[src/verilog/psg_config.svh]
`ifndef PSG_CONFIG_SVH
`define PSG_CONFIG_SVH

//////////////////////////////////////////////////////////////////////
// tone generator sizing

// voice field of a command is 2 bits, so 4 is the ceiling
`define PSG_NUM_VOICES 4

// clocks per voice step
`define PSG_TICK_DIV 4

// clocks per PCM sample
`define PSG_SAMPLE_DIV 64

`endif
[src/verilog/psg_pkg.sv]
`default_nettype none

package psg_pkg;

  //////////////////////////////////////////////////////////////////////
  // host command word

  typedef enum logic [2:0] {
    op_nop       = 3'd0,
    op_period    = 3'd1,  // value[10:0] -> period
    op_volume    = 3'd2,  // value[3:0] -> volume
    op_gate_on   = 3'd3,
    op_gate_off  = 3'd4,
    op_reset_all = 3'd5   // clears every voice
  } psg_opcode_e;

  typedef struct packed {
    psg_opcode_e opcode;  // [15:13]
    logic [1:0]  voice;   // [12:11]
    logic [10:0] value;   // [10:0]
  } psg_cmd_t;

  // signed voice output, -15..+15
  typedef logic signed [4:0] psg_level_t;

  //////////////////////////////////////////////////////////////////////
  // state machines

  typedef enum logic {
    s_accept = 1'b0,
    s_apply  = 1'b1
  } psg_dec_state_e;

  typedef enum logic {
    s_idle = 1'b0,
    s_hold = 1'b1
  } psg_mix_state_e;

endpackage

`default_nettype wire

[src/verilog/psg_voice_if.sv]
`timescale 1ns/1ps
`default_nettype none

interface psg_voice_if;

  logic [10:0] period;       // valid while load_period is high
  logic [3:0]  volume;       // valid while load_volume is high
  logic        load_period;  // one-cycle pulse
  logic        load_volume;  // one-cycle pulse
  logic        gate;         // held level
  logic        clear;        // one-cycle pulse, all voices
  logic        step;         // shared tick

  modport ctrl (
    output period, volume, load_period, load_volume, gate, clear, step
  );

  modport voice (
    input period, volume, load_period, load_volume, gate, clear, step
  );

endinterface

`default_nettype wire

[src/verilog/psg_top.sv]
`timescale 1ns/1ps
`default_nettype none
`include "psg_config.svh"

module psg_top
  import psg_pkg::*;
(
  input  logic        CLK,
  input  logic        arst_n,

  input  logic        cmd_valid,
  output logic        cmd_ready,
  input  logic [15:0] cmd_data,

  output logic        pcm_valid,
  input  logic        pcm_ready,
  output logic        pcm_neg,
  output logic [7:0]  pcm_out
);

  localparam int NV = `PSG_NUM_VOICES;

  psg_cmd_t            cmd_word;
  psg_level_t [NV-1:0] levels;  // one registered level per voice

  psg_voice_if vc_bus [NV] ();

  assign cmd_word = psg_cmd_t'(cmd_data);

  //////////////////////////////////////////////////////////////////////
  // command path

  psg_cmd_decoder decoder_i (
    .CLK       (CLK),
    .arst_n    (arst_n),
    .cmd_valid (cmd_valid),
    .cmd_data  (cmd_word),
    .cmd_ready (cmd_ready),
    .vc        (vc_bus)
  );

  for (genvar i = 0; i < NV; i++) begin : g_voice
    psg_voice voice_i (
      .CLK    (CLK),
      .arst_n (arst_n),
      .vc     (vc_bus[i]),
      .level  (levels[i])
    );
  end

  //////////////////////////////////////////////////////////////////////
  // PCM output

  psg_mixer mixer_i (
    .CLK       (CLK),
    .arst_n    (arst_n),
    .levels    (levels),
    .pcm_ready (pcm_ready),
    .pcm_valid (pcm_valid),
    .pcm_neg   (pcm_neg),
    .pcm_out   (pcm_out)
  );

endmodule

`default_nettype wire

[src/verilog/psg_mixer.sv]
`timescale 1ns/1ps
`default_nettype none
`include "psg_config.svh"

module psg_mixer
  import psg_pkg::*;
(
  input  logic                             CLK,
  input  logic                             arst_n,
  input  psg_level_t [`PSG_NUM_VOICES-1:0] levels,
  input  logic                             pcm_ready,
  output logic                             pcm_valid,
  output logic                             pcm_neg,
  output logic [7:0]                       pcm_out
);

  localparam int NV    = `PSG_NUM_VOICES;
  localparam int SDIV  = `PSG_SAMPLE_DIV;
  localparam int DIV_W = (SDIV > 1) ? $clog2(SDIV) : 1;
  localparam int ACC_W = $bits(psg_level_t) + ((NV > 1) ? $clog2(NV) : 0);
  localparam logic [DIV_W-1:0] DIV_LAST = DIV_W'(SDIV - 1);

  psg_mix_state_e           state;
  logic [DIV_W-1:0]         div_cnt;
  logic                     sample_tick;
  logic signed [ACC_W-1:0]  sum;
  logic                     sum_neg;
  logic [ACC_W-1:0]         mag;

  //////////////////////////////////////////////////////////////////////
  // sample rate divider

  always_ff @(posedge CLK or negedge arst_n) begin
    if (!arst_n)
      div_cnt <= '0;
    else
      div_cnt <= (div_cnt == DIV_LAST) ? '0 : div_cnt + 1'b1;
  end

  assign sample_tick = (div_cnt == DIV_LAST);

  //////////////////////////////////////////////////////////////////////
  // signed sum, split into sign and magnitude

  always_comb begin
    sum = '0;
    for (int i = 0; i < NV; i++) begin
      sum = sum + ACC_W'($signed(levels[i]));  // sign extended
    end
  end

  assign sum_neg = sum[ACC_W-1];       // zero reads as positive
  assign mag     = sum_neg ? -sum : sum;

  //////////////////////////////////////////////////////////////////////
  // output register and handshake

  always_ff @(posedge CLK or negedge arst_n) begin
    if (!arst_n) begin
      state   <= s_idle;
      pcm_out <= '0;
      pcm_neg <= 1'b0;
    end else begin
      case (state)
        s_idle: begin
          if (sample_tick) begin
            pcm_out <= 8'(mag);
            pcm_neg <= sum_neg;
            state   <= s_hold;
          end
        end
        s_hold: begin
          if (pcm_ready)
            state <= s_idle;  // ticks seen while holding are lost
        end
        default: state <= s_idle;
      endcase
    end
  end

  assign pcm_valid = (state == s_hold);

endmodule

`default_nettype wire

[src/verilog/psg_voice.sv]
`timescale 1ns/1ps
`default_nettype none

module psg_voice
  import psg_pkg::*;
(
  input  logic       CLK,
  input  logic       arst_n,
  psg_voice_if.voice vc,
  output psg_level_t level
);

  logic [10:0] period_q;
  logic [10:0] count_q;   // steps left in this half-wave
  logic [3:0]  volume_q;
  logic        phase_q;   // 0 = positive half
  psg_level_t  level_pos;

  //////////////////////////////////////////////////////////////////////
  // period counter and phase

  always_ff @(posedge CLK or negedge arst_n) begin
    if (!arst_n) begin
      period_q <= '0;
      count_q  <= '0;
      phase_q  <= 1'b0;
    end else if (vc.clear) begin
      period_q <= '0;
      count_q  <= '0;
      phase_q  <= 1'b0;
    end else if (vc.load_period) begin
      period_q <= vc.period;
      count_q  <= vc.period;  // restart the half-wave
      phase_q  <= 1'b0;
    end else if (vc.step) begin
      if (period_q == '0) begin
        phase_q <= 1'b0;      // zero period holds the positive phase
      end else if (count_q == '0) begin
        count_q <= period_q;
        phase_q <= ~phase_q;
      end else begin
        count_q <= count_q - 1'b1;
      end
    end
  end

  always_ff @(posedge CLK or negedge arst_n) begin
    if (!arst_n)
      volume_q <= '0;
    else if (vc.clear)
      volume_q <= '0;
    else if (vc.load_volume)
      volume_q <= vc.volume;
  end

  //////////////////////////////////////////////////////////////////////
  // signed output level

  assign level_pos = psg_level_t'({1'b0, volume_q});

  always_ff @(posedge CLK or negedge arst_n) begin
    if (!arst_n)
      level <= '0;
    else if (!vc.gate)
      level <= '0;                               // gated off
    else
      level <= phase_q ? -level_pos : level_pos;
  end

endmodule

`default_nettype wire

[src/verilog/psg_cmd_decoder.sv]
`timescale 1ns/1ps
`default_nettype none
`include "psg_config.svh"

module psg_cmd_decoder
  import psg_pkg::*;
(
  input  logic      CLK,
  input  logic      arst_n,
  input  logic      cmd_valid,
  input  psg_cmd_t  cmd_data,
  output logic      cmd_ready,
  psg_voice_if.ctrl vc [`PSG_NUM_VOICES]
);

  localparam int NV     = `PSG_NUM_VOICES;
  localparam int TDIV   = `PSG_TICK_DIV;
  localparam int TICK_W = (TDIV > 1) ? $clog2(TDIV) : 1;
  localparam logic [TICK_W-1:0] TICK_LAST = TICK_W'(TDIV - 1);

  psg_dec_state_e    state;
  psg_cmd_t          cmd_q;          // word being applied
  logic [NV-1:0]     voice_hit;      // one-hot of cmd_q.voice
  logic [NV-1:0]     load_period_q;
  logic [NV-1:0]     load_volume_q;
  logic [NV-1:0]     gate_q;
  logic              clear_q;
  logic              step_q;
  logic [TICK_W-1:0] tick_cnt;

  //////////////////////////////////////////////////////////////////////
  // accept / apply handshake

  assign cmd_ready = (state == s_accept);  // low for the apply cycle only

  always_ff @(posedge CLK or negedge arst_n) begin
    if (!arst_n) begin
      state <= s_accept;
    end else begin
      case (state)
        s_accept: if (cmd_valid) state <= s_apply;
        s_apply:  state <= s_accept;
        default:  state <= s_accept;
      endcase
    end
  end

  always_ff @(posedge CLK) begin
    if (cmd_valid && cmd_ready)
      cmd_q <= cmd_data;
  end

  //////////////////////////////////////////////////////////////////////
  // opcode decode

  assign voice_hit = {{(NV-1){1'b0}}, 1'b1} << cmd_q.voice;

  // pulses are registered here, so a voice sees them one cycle after
  // s_apply and acts on the edge that closes them
  always_ff @(posedge CLK or negedge arst_n) begin
    if (!arst_n) begin
      load_period_q <= '0;
      load_volume_q <= '0;
      gate_q        <= '0;
      clear_q       <= 1'b0;
    end else begin
      load_period_q <= '0;
      load_volume_q <= '0;
      clear_q       <= 1'b0;
      if (state == s_apply) begin
        case (cmd_q.opcode)
          op_period:    load_period_q <= voice_hit;
          op_volume:    load_volume_q <= voice_hit;
          op_gate_on:   gate_q <= gate_q | voice_hit;
          op_gate_off:  gate_q <= gate_q & ~voice_hit;
          op_reset_all: begin
            clear_q <= 1'b1;
            gate_q  <= '0;  // clear also drops every gate
          end
          default: ;        // nop and unused codes
        endcase
      end
    end
  end

  //////////////////////////////////////////////////////////////////////
  // step prescaler, free running

  always_ff @(posedge CLK or negedge arst_n) begin
    if (!arst_n) begin
      tick_cnt <= '0;
      step_q   <= 1'b0;
    end else begin
      step_q   <= (tick_cnt == TICK_LAST);
      tick_cnt <= (tick_cnt == TICK_LAST) ? '0 : tick_cnt + 1'b1;
    end
  end

  for (genvar i = 0; i < NV; i++) begin : g_bus
    assign vc[i].period      = cmd_q.value;
    assign vc[i].volume      = cmd_q.value[3:0];
    assign vc[i].load_period = load_period_q[i];
    assign vc[i].load_volume = load_volume_q[i];
    assign vc[i].gate        = gate_q[i];
    assign vc[i].clear       = clear_q;
    assign vc[i].step        = step_q;
  end

endmodule

`default_nettype wire

[config.mk]
export PLATFORM = sky130hd
export DESIGN_NAME = psg_top
export DESIGN_NICKNAME = d
export VERILOG_FILES = /design/src/verilog/psg_pkg.sv /design/src/verilog/psg_voice_if.sv /design/src/verilog/psg_top.sv /design/src/verilog/psg_mixer.sv /design/src/verilog/psg_voice.sv /design/src/verilog/psg_cmd_decoder.sv
export VERILOG_INCLUDE_DIRS = /design/src /design/src/verilog
export SDC_FILE = /design/constraint.sdc
export NUM_CORES = 1
export LEC_CHECK = 0
export ABC_AREA = 1
export BUFFER_PORTS_ARGS = -buffer_cell sky130_fd_sc_hd__buf_2
export CAP_MARGIN = 20
export CORE_MARGIN = 2
export CORE_UTILIZATION = 40
export CTS_BUF_LIST = sky130_fd_sc_hd__clkbuf_4 sky130_fd_sc_hd__clkbuf_8
export CTS_CLUSTER_SIZE = 14
export DETAILED_ROUTE_END_ITERATION = 6
export GPL_TIMING_DRIVEN = 0
export SLEW_MARGIN = 20
export SYNTH_ARGS = -nofsm -noshare
export SYNTH_HDL_FRONTEND = slang
export SYNTH_SLANG_ARGS = --single-unit
export TNS_END_PERCENT = 50
[constraint.sdc]
create_clock -name CLK -period 6.9 [get_ports CLK]
set_input_delay 1.38 -clock CLK [delete_from_list [all_inputs] [get_ports CLK]]
set_output_delay 1.38 -clock CLK [all_outputs]
set_load 0.005 [all_outputs]
After elaboration in Yosys (flattened, before gate mapping):

Index checks and enable logic that the tools add are counted.

* flip-flop bits (word level): 176
* input bits: 20

* $add $sub $neg: 14
* eq/ne operators: 11
* shifts and indexed selects: 1
* multiplexer cells: 79
* bitwise operators: 9
* reductions and logical operators: 36

Operator list (number)
* $mux W11: 28
* $logic_not A11 Y1: 8
* $mux W4: 12
* $sub A11 B1 Y11 const B: 4
* $mux W5: 8
* $mux W1: 25
* $neg A4 Y5: 4
* $reduce_and A2 Y1: 10
* $reduce_bool A2 Y1: 8
* $reduce_bool A4 Y1: 4
* $reduce_bool A3 Y1: 5
* $ne A3 B3 Y1 const B: 4
* $pmux W4 S3: 1
* $add A6 B5 Y7: 1
* $add A7 B5 Y7: 1
* $mux W7: 1
* $neg A7 Y7: 1
* $add A5 B5 Y6: 1
* $add A6 B1 Y6 const B: 1
* $eq A3 B2 Y1 const B: 2
* $eq A3 B3 Y1 const B: 2
* $eq A6 B6 Y1 const B: 1
* $mux W6: 1
* $not A1 Y1: 6
* other kinds (10): 11

Depth between registers and ports, before layout:

* word-level depth: 6
* depth in mapped cells: 17
* gate-level depth less buffers: 17

Cells and area by module:

From an unflattened synthesis, not the netlist that was laid out.

* cells, all modules: 1382
* area total of the unflattened synthesis: 10715.3 sq um

Modules (own cells, without submodules)
* psg_voice (g_voice[0].voice_i ...): times used 3, cells an instance 265, area each 1919.3 sq um, sequential area each 800.8 sq um
* psg_voice (g_voice[3].voice_i): times used 1, cells an instance 254, area each 1861.8 sq um, sequential area each 800.8 sq um
* psg_cmd_decoder: times used 1, cells an instance 164, area each 1697.9 sq um, sequential area each 905.9 sq um
* psg_mixer: times used 1, cells an instance 169, area each 1397.6 sq um, sequential area each 375.4 sq um

Worst setup path after synthesis:

OpenSTA, ideal clock, no wires.

* path type: register to register
* start: register g_voice[0].voice_i.level[1]
* end: register mixer_i.pcm_out[5]
* setup time: 117 ps
* arrival: 2668 ps
* data required time: 6783 ps
* path slack: 4115 ps
* stages on the path, launching flop included: 15
* period minus slack after synthesis: 2785 ps
* cell sequence: dfrtp_1 inv_1 fa_1 fa_1 inv_1 ha_1 fa_1 inv_1 nand3_1 nor2_1 nand3_1 nand3_1 nand2_1 nand3_1 nand2_1

* cells in the longest elaborated chain, start to end: 5

RTL lines
* from (decl): line psg_voice.sv:10 `output psg_level_t level`
* from (signal assigned): line psg_voice.sv:67 `level <= phase_q ? -level_pos : level_pos;`
* $add A5 B5 Y6 (*): line psg_mixer.sv:48 `sum = sum + ACC_W'($signed(levels[i]));`
* $add A6 B5 Y7 (*): line psg_mixer.sv:48
* $add A7 B5 Y7 (*): line psg_mixer.sv:48
* $neg A7 Y7: line psg_mixer.sv:53 `assign mag = sum_neg ? -sum : sum;`
* $mux W7 (*): line psg_mixer.sv:53
* to (signal assigned): line psg_mixer.sv:67 `pcm_out <= 8'(mag);`
* to (decl): line psg_mixer.sv:14 `output logic [7:0] pcm_out`

Mark *: on every way between the ends. The rest lies on a longest branch, timed or not.
A chain may end at the register's enable or synchronous reset.

Final worst setup path:

* start: register g_voice[0].voice_i.level[4]
* end: register mixer_i.pcm_out[4]

Same word-level chain as after synthesis.

==> qor.csv <==
stage;metric;value;unit
grt;grtUsageTotal;18.19;%
floorplan;die-width;156.3;microns
timing;worst_pin_slew;608.1;ps
yosys;syn_inst;1163;
placed_design;place.gp.congestion;0.8415;
layout;fin_util;45.12;%
worst_setup_path;crit_path_end;mixer_i.pcm_out[4];
worst_setup_path;crit_slowest_cell;fa_1;
floorplan;num_rows;55;
clock_network;clkSlewWorstSetupHoldPaths;90;ps
worst_setup_path;cp_max_fo;7;
worst_setup_path;crit_arrival;3330;ps
yosys;async_flop_share;90.91;%
yosys;netlist_area;0.009279;sq mm
grt;grt_pass1_wl;35.16;mm
yosys;syn_nets;1211;
layout;n_fill_cell;2293;
floorplan;num_io_pins;31;
power;finalPower;3.242;mW
yosys;synth_seq_cells;176;
layout;multiInputGateArea;0.004024;sq mm
route;avgRoutedWirePerCell;13.82;microns
grt;antenna_found_initial;0;
layout;layout_commonest_cell;nand2_1;
yosys;synthSimpleGateAreaFrac;26.46;%
worst_setup_path;crit_chain;inv_1, fa_1, inv_1, fa_1, ha_1, a21oi_1, nand3_1, nand2_1, nand2_2, nand2_1, nand2_1, nand2_1, nand2_1;
floorplan;initial_utilization;40.86;%
yosys;synth_warnings;0;
power;p_leak;5.169;nW
yosys;synth-edff-count;16;
clock_network;holdBufCountCts;0;
floorplan;core;0.02271;sq mm
yosys;synth-xor-area-share;3.209;%
yosys;postSynthAreaPerCell;7.978;sq um
power;power_density;316.4;mW/mm^2
yosys;seq_area_frac_synth;48.33;%
timing;rsz0062_at_grt;false;
clock_network;worstSkewPairLatency;460;ps
route;vias_per_cell;4.820;
route;first_pass_iters;5;
flow_run;drv_cap;0;
worst_setup_path;crit_buf_inv;2;
route;drc;0;
clock_network;clock_path_buffers;2;
layout;layout_common_cells;281 x nand2_1, 179 x nor2_1, 162 x inv_1;
timing;post-route-min-period;2972;ps
floorplan;fp.dieH;156.3;microns
grt;grt_max_degree;89;
yosys;synth_cell_types;38;
hold_path;hold_class;reg -> reg;
layout;diodes;0;
clock_network;cts-htree-levels;4;
worst_setup_path;reg2reg_depth;13;
timing;clock_skew;10.95;ps
route;wirelength;20.88;mm
layout;area_growth;10.44;%
worst_setup_path;r2r_end;mixer_i.pcm_out[4];
hold_path;worstHoldStart;decoder_i.tick_cnt[0];
route;vias;7283;
worst_setup_path;rrSetupSlack;3930;ps
worst_setup_path;cp-startpoint;g_voice[0].voice_i.level[4];
floorplan;fp.dieArea;0.02443;sq mm
timing;fin_setup_tns;0;ps
yosys;synth_compound_area_share;8.967;%
layout;ff_latch_area;0.004484;sq mm
worst_setup_path;cp_num_cells;13;
worst_setup_path;crit_top_cell;nand2_1;
worst_setup_path;crit_path_max_incr_delay;600;ps
clock_network;cts_tree;done;
route;drtAntennaViolNets;0;
timing;post-route-period-util;43.07;%
worst_setup_path;path_class;reg -> reg;
worst_setup_path;crit_path_end_kind;flop;
worst_setup_path;crit_family;adder cells;
clock_network;post_cts_buffers;0;
worst_setup_path;start_kind;flop;
yosys;synth_top_family_by_area;simple AND/OR/NAND/NOR gates;
worst_setup_path;crit_required;7250;ps
route;dr.first_iter.drc_count;390;
yosys;synth_flop_cell;dfrtp_1;
timing;final-hold-violation-count;0;
placed_design;portBuffers;29;
placed_design;hpwl;15.01;mm
yosys;synth.mux.area_fraction;0;%
timing;fmax;336.5;MHz
power;max-vdd-ir-drop;113.0;uV
hold_path;hold_depth;1;
clock_network;cts.sinks;176;
timing;slew_headroom;59.31;%
grt;grt_pass1_vias;6974;
clock_network;cts_buffers;17;
clock_network;cts_root_buf;clkbuf_8;
timing;setup_viol;0;
timing;finalMaxSlewViolations;0;
layout;layout.nets;1261;
grt;gr-total-overflow;0;
yosys;post_synth_fa_ha_maj_area_fraction;4.666;%
worst_setup_path;rr_startpoint;g_voice[0].voice_i.level[4];
layout;drive_above_1_share;9.951;%
outcome;status;finished clean;
clock_network;cts_resized;0;
-- flip-flops by register name, indices dropped and copies added, names as in the netlist, 2 cells and up --
| register | flops |
|---|---|
| decoder_i.load_volume_q | 4 |
| g_voice.voice_i.phase_q | 4 |
| mixer_i.pcm_out | 7 |
| g_voice.voice_i.level | 20 |
| decoder_i.tick_cnt | 2 |
| decoder_i.gate_q | 4 |
| g_voice.voice_i.count_q | 44 |
| decoder_i.vc.period | 11 |
| g_voice.voice_i.period_q | 44 |
| g_voice.voice_i.volume_q | 16 |
| mixer_i.div_cnt | 6 |
| decoder_i.cmd_q | 5 |
| decoder_i.load_period_q | 4 |
-- worst reg2reg max path, delay by kind of cell, from the launching register on --
kind	cells	cell delay, ps
buffers and inverters	2	140
DFF	1	350
adders and majority gates	3	1500
and+or+nand+nor	7	650
AOI/OAI and AO/OA	1	240
-- worst min path at each step --
stage,end,slack [ps]
final,decoder_i.tick_cnt[0],430
after global routing,decoder_i.tick_cnt[0],440
after CTS,decoder_i.tick_cnt[0],430
after detailed placement,decoder_i.tick_cnt[0],420
after global placement,decoder_i.tick_cnt[0],410
after floorplan,decoder_i.tick_cnt[0],400
-- cells by family (layout without fill, tap and decap cells) --
kind of cell / after synthesis / in the layout
buf+inv: 196 / 259
fa+ha+maj: 28 / 28
simple gates: 573 / 573
xor+xnor: 34 / 34
other cells: 1 / 1
flops: 176 / 176
compound gates: 155 / 155
-- synth_stat cells, types with 13 or more instances --
cell type | number | area [sq um]
a21oi_1 | 62 | 310.3
buf_2 | 13 | 65.06
dfrtp_1 | 160 | 4004
edfxtp_1 | 16 | 480.5
ha_1 | 17 | 212.7
inv_1 | 162 | 608.1
nand2_1 | 281 | 1055
nand3_1 | 49 | 245.2
nand4_1 | 14 | 87.58
nor2_1 | 180 | 675.7
nor3_1 | 18 | 90.09
o21ai_0 | 64 | 320.3
xor2_1 | 25 | 219.0
-- through the flow --
step                      hold slack (ps)  setup WS, ps  std cells  area [sq um]
after floorplan                     403.1          4115       1163          9279
after global placement              412.3          1881       1477          9781
after detailed placement            418.6          3900       1479          9832
after CTS                           431.7          3876       1511         10250
after global routing                441.0          3654       1511         10250
final                               427.4          3928       1511         10250
-- cell type report --
cell class | count | area share (%)
Tap cell | 285 | 3.480
Clock inverter | 12 | 1.551
Inverter | 176 | 6.471
Multi-Input combinational cell | 791 | 39.27
Buffer | 20 | 1.074
Sequential cell | 176 | 43.76
Timing Repair Buffer | 31 | 1.893
Clock buffer | 20 | 2.503
-- power by group --
part,switching [mW],internal [mW],leakage [nW]
Sequential,0.204,1.28,2.16
Combinational,0.609,0.400,2.80
Clock,0.381,0.374,0.205
Total,1.19,2.05,5.17
-- layer usage --
metal	track usage [%]	up-vias	share of wire (%)
met2	28.34	135	45
met5	0	-	0
met1	26.34	3387	50
met3	3.185	15	3.6
li1	-	3746	-
met4	4.631	0	1.2
Note: power is estimated with default switching activity, not from simulation.
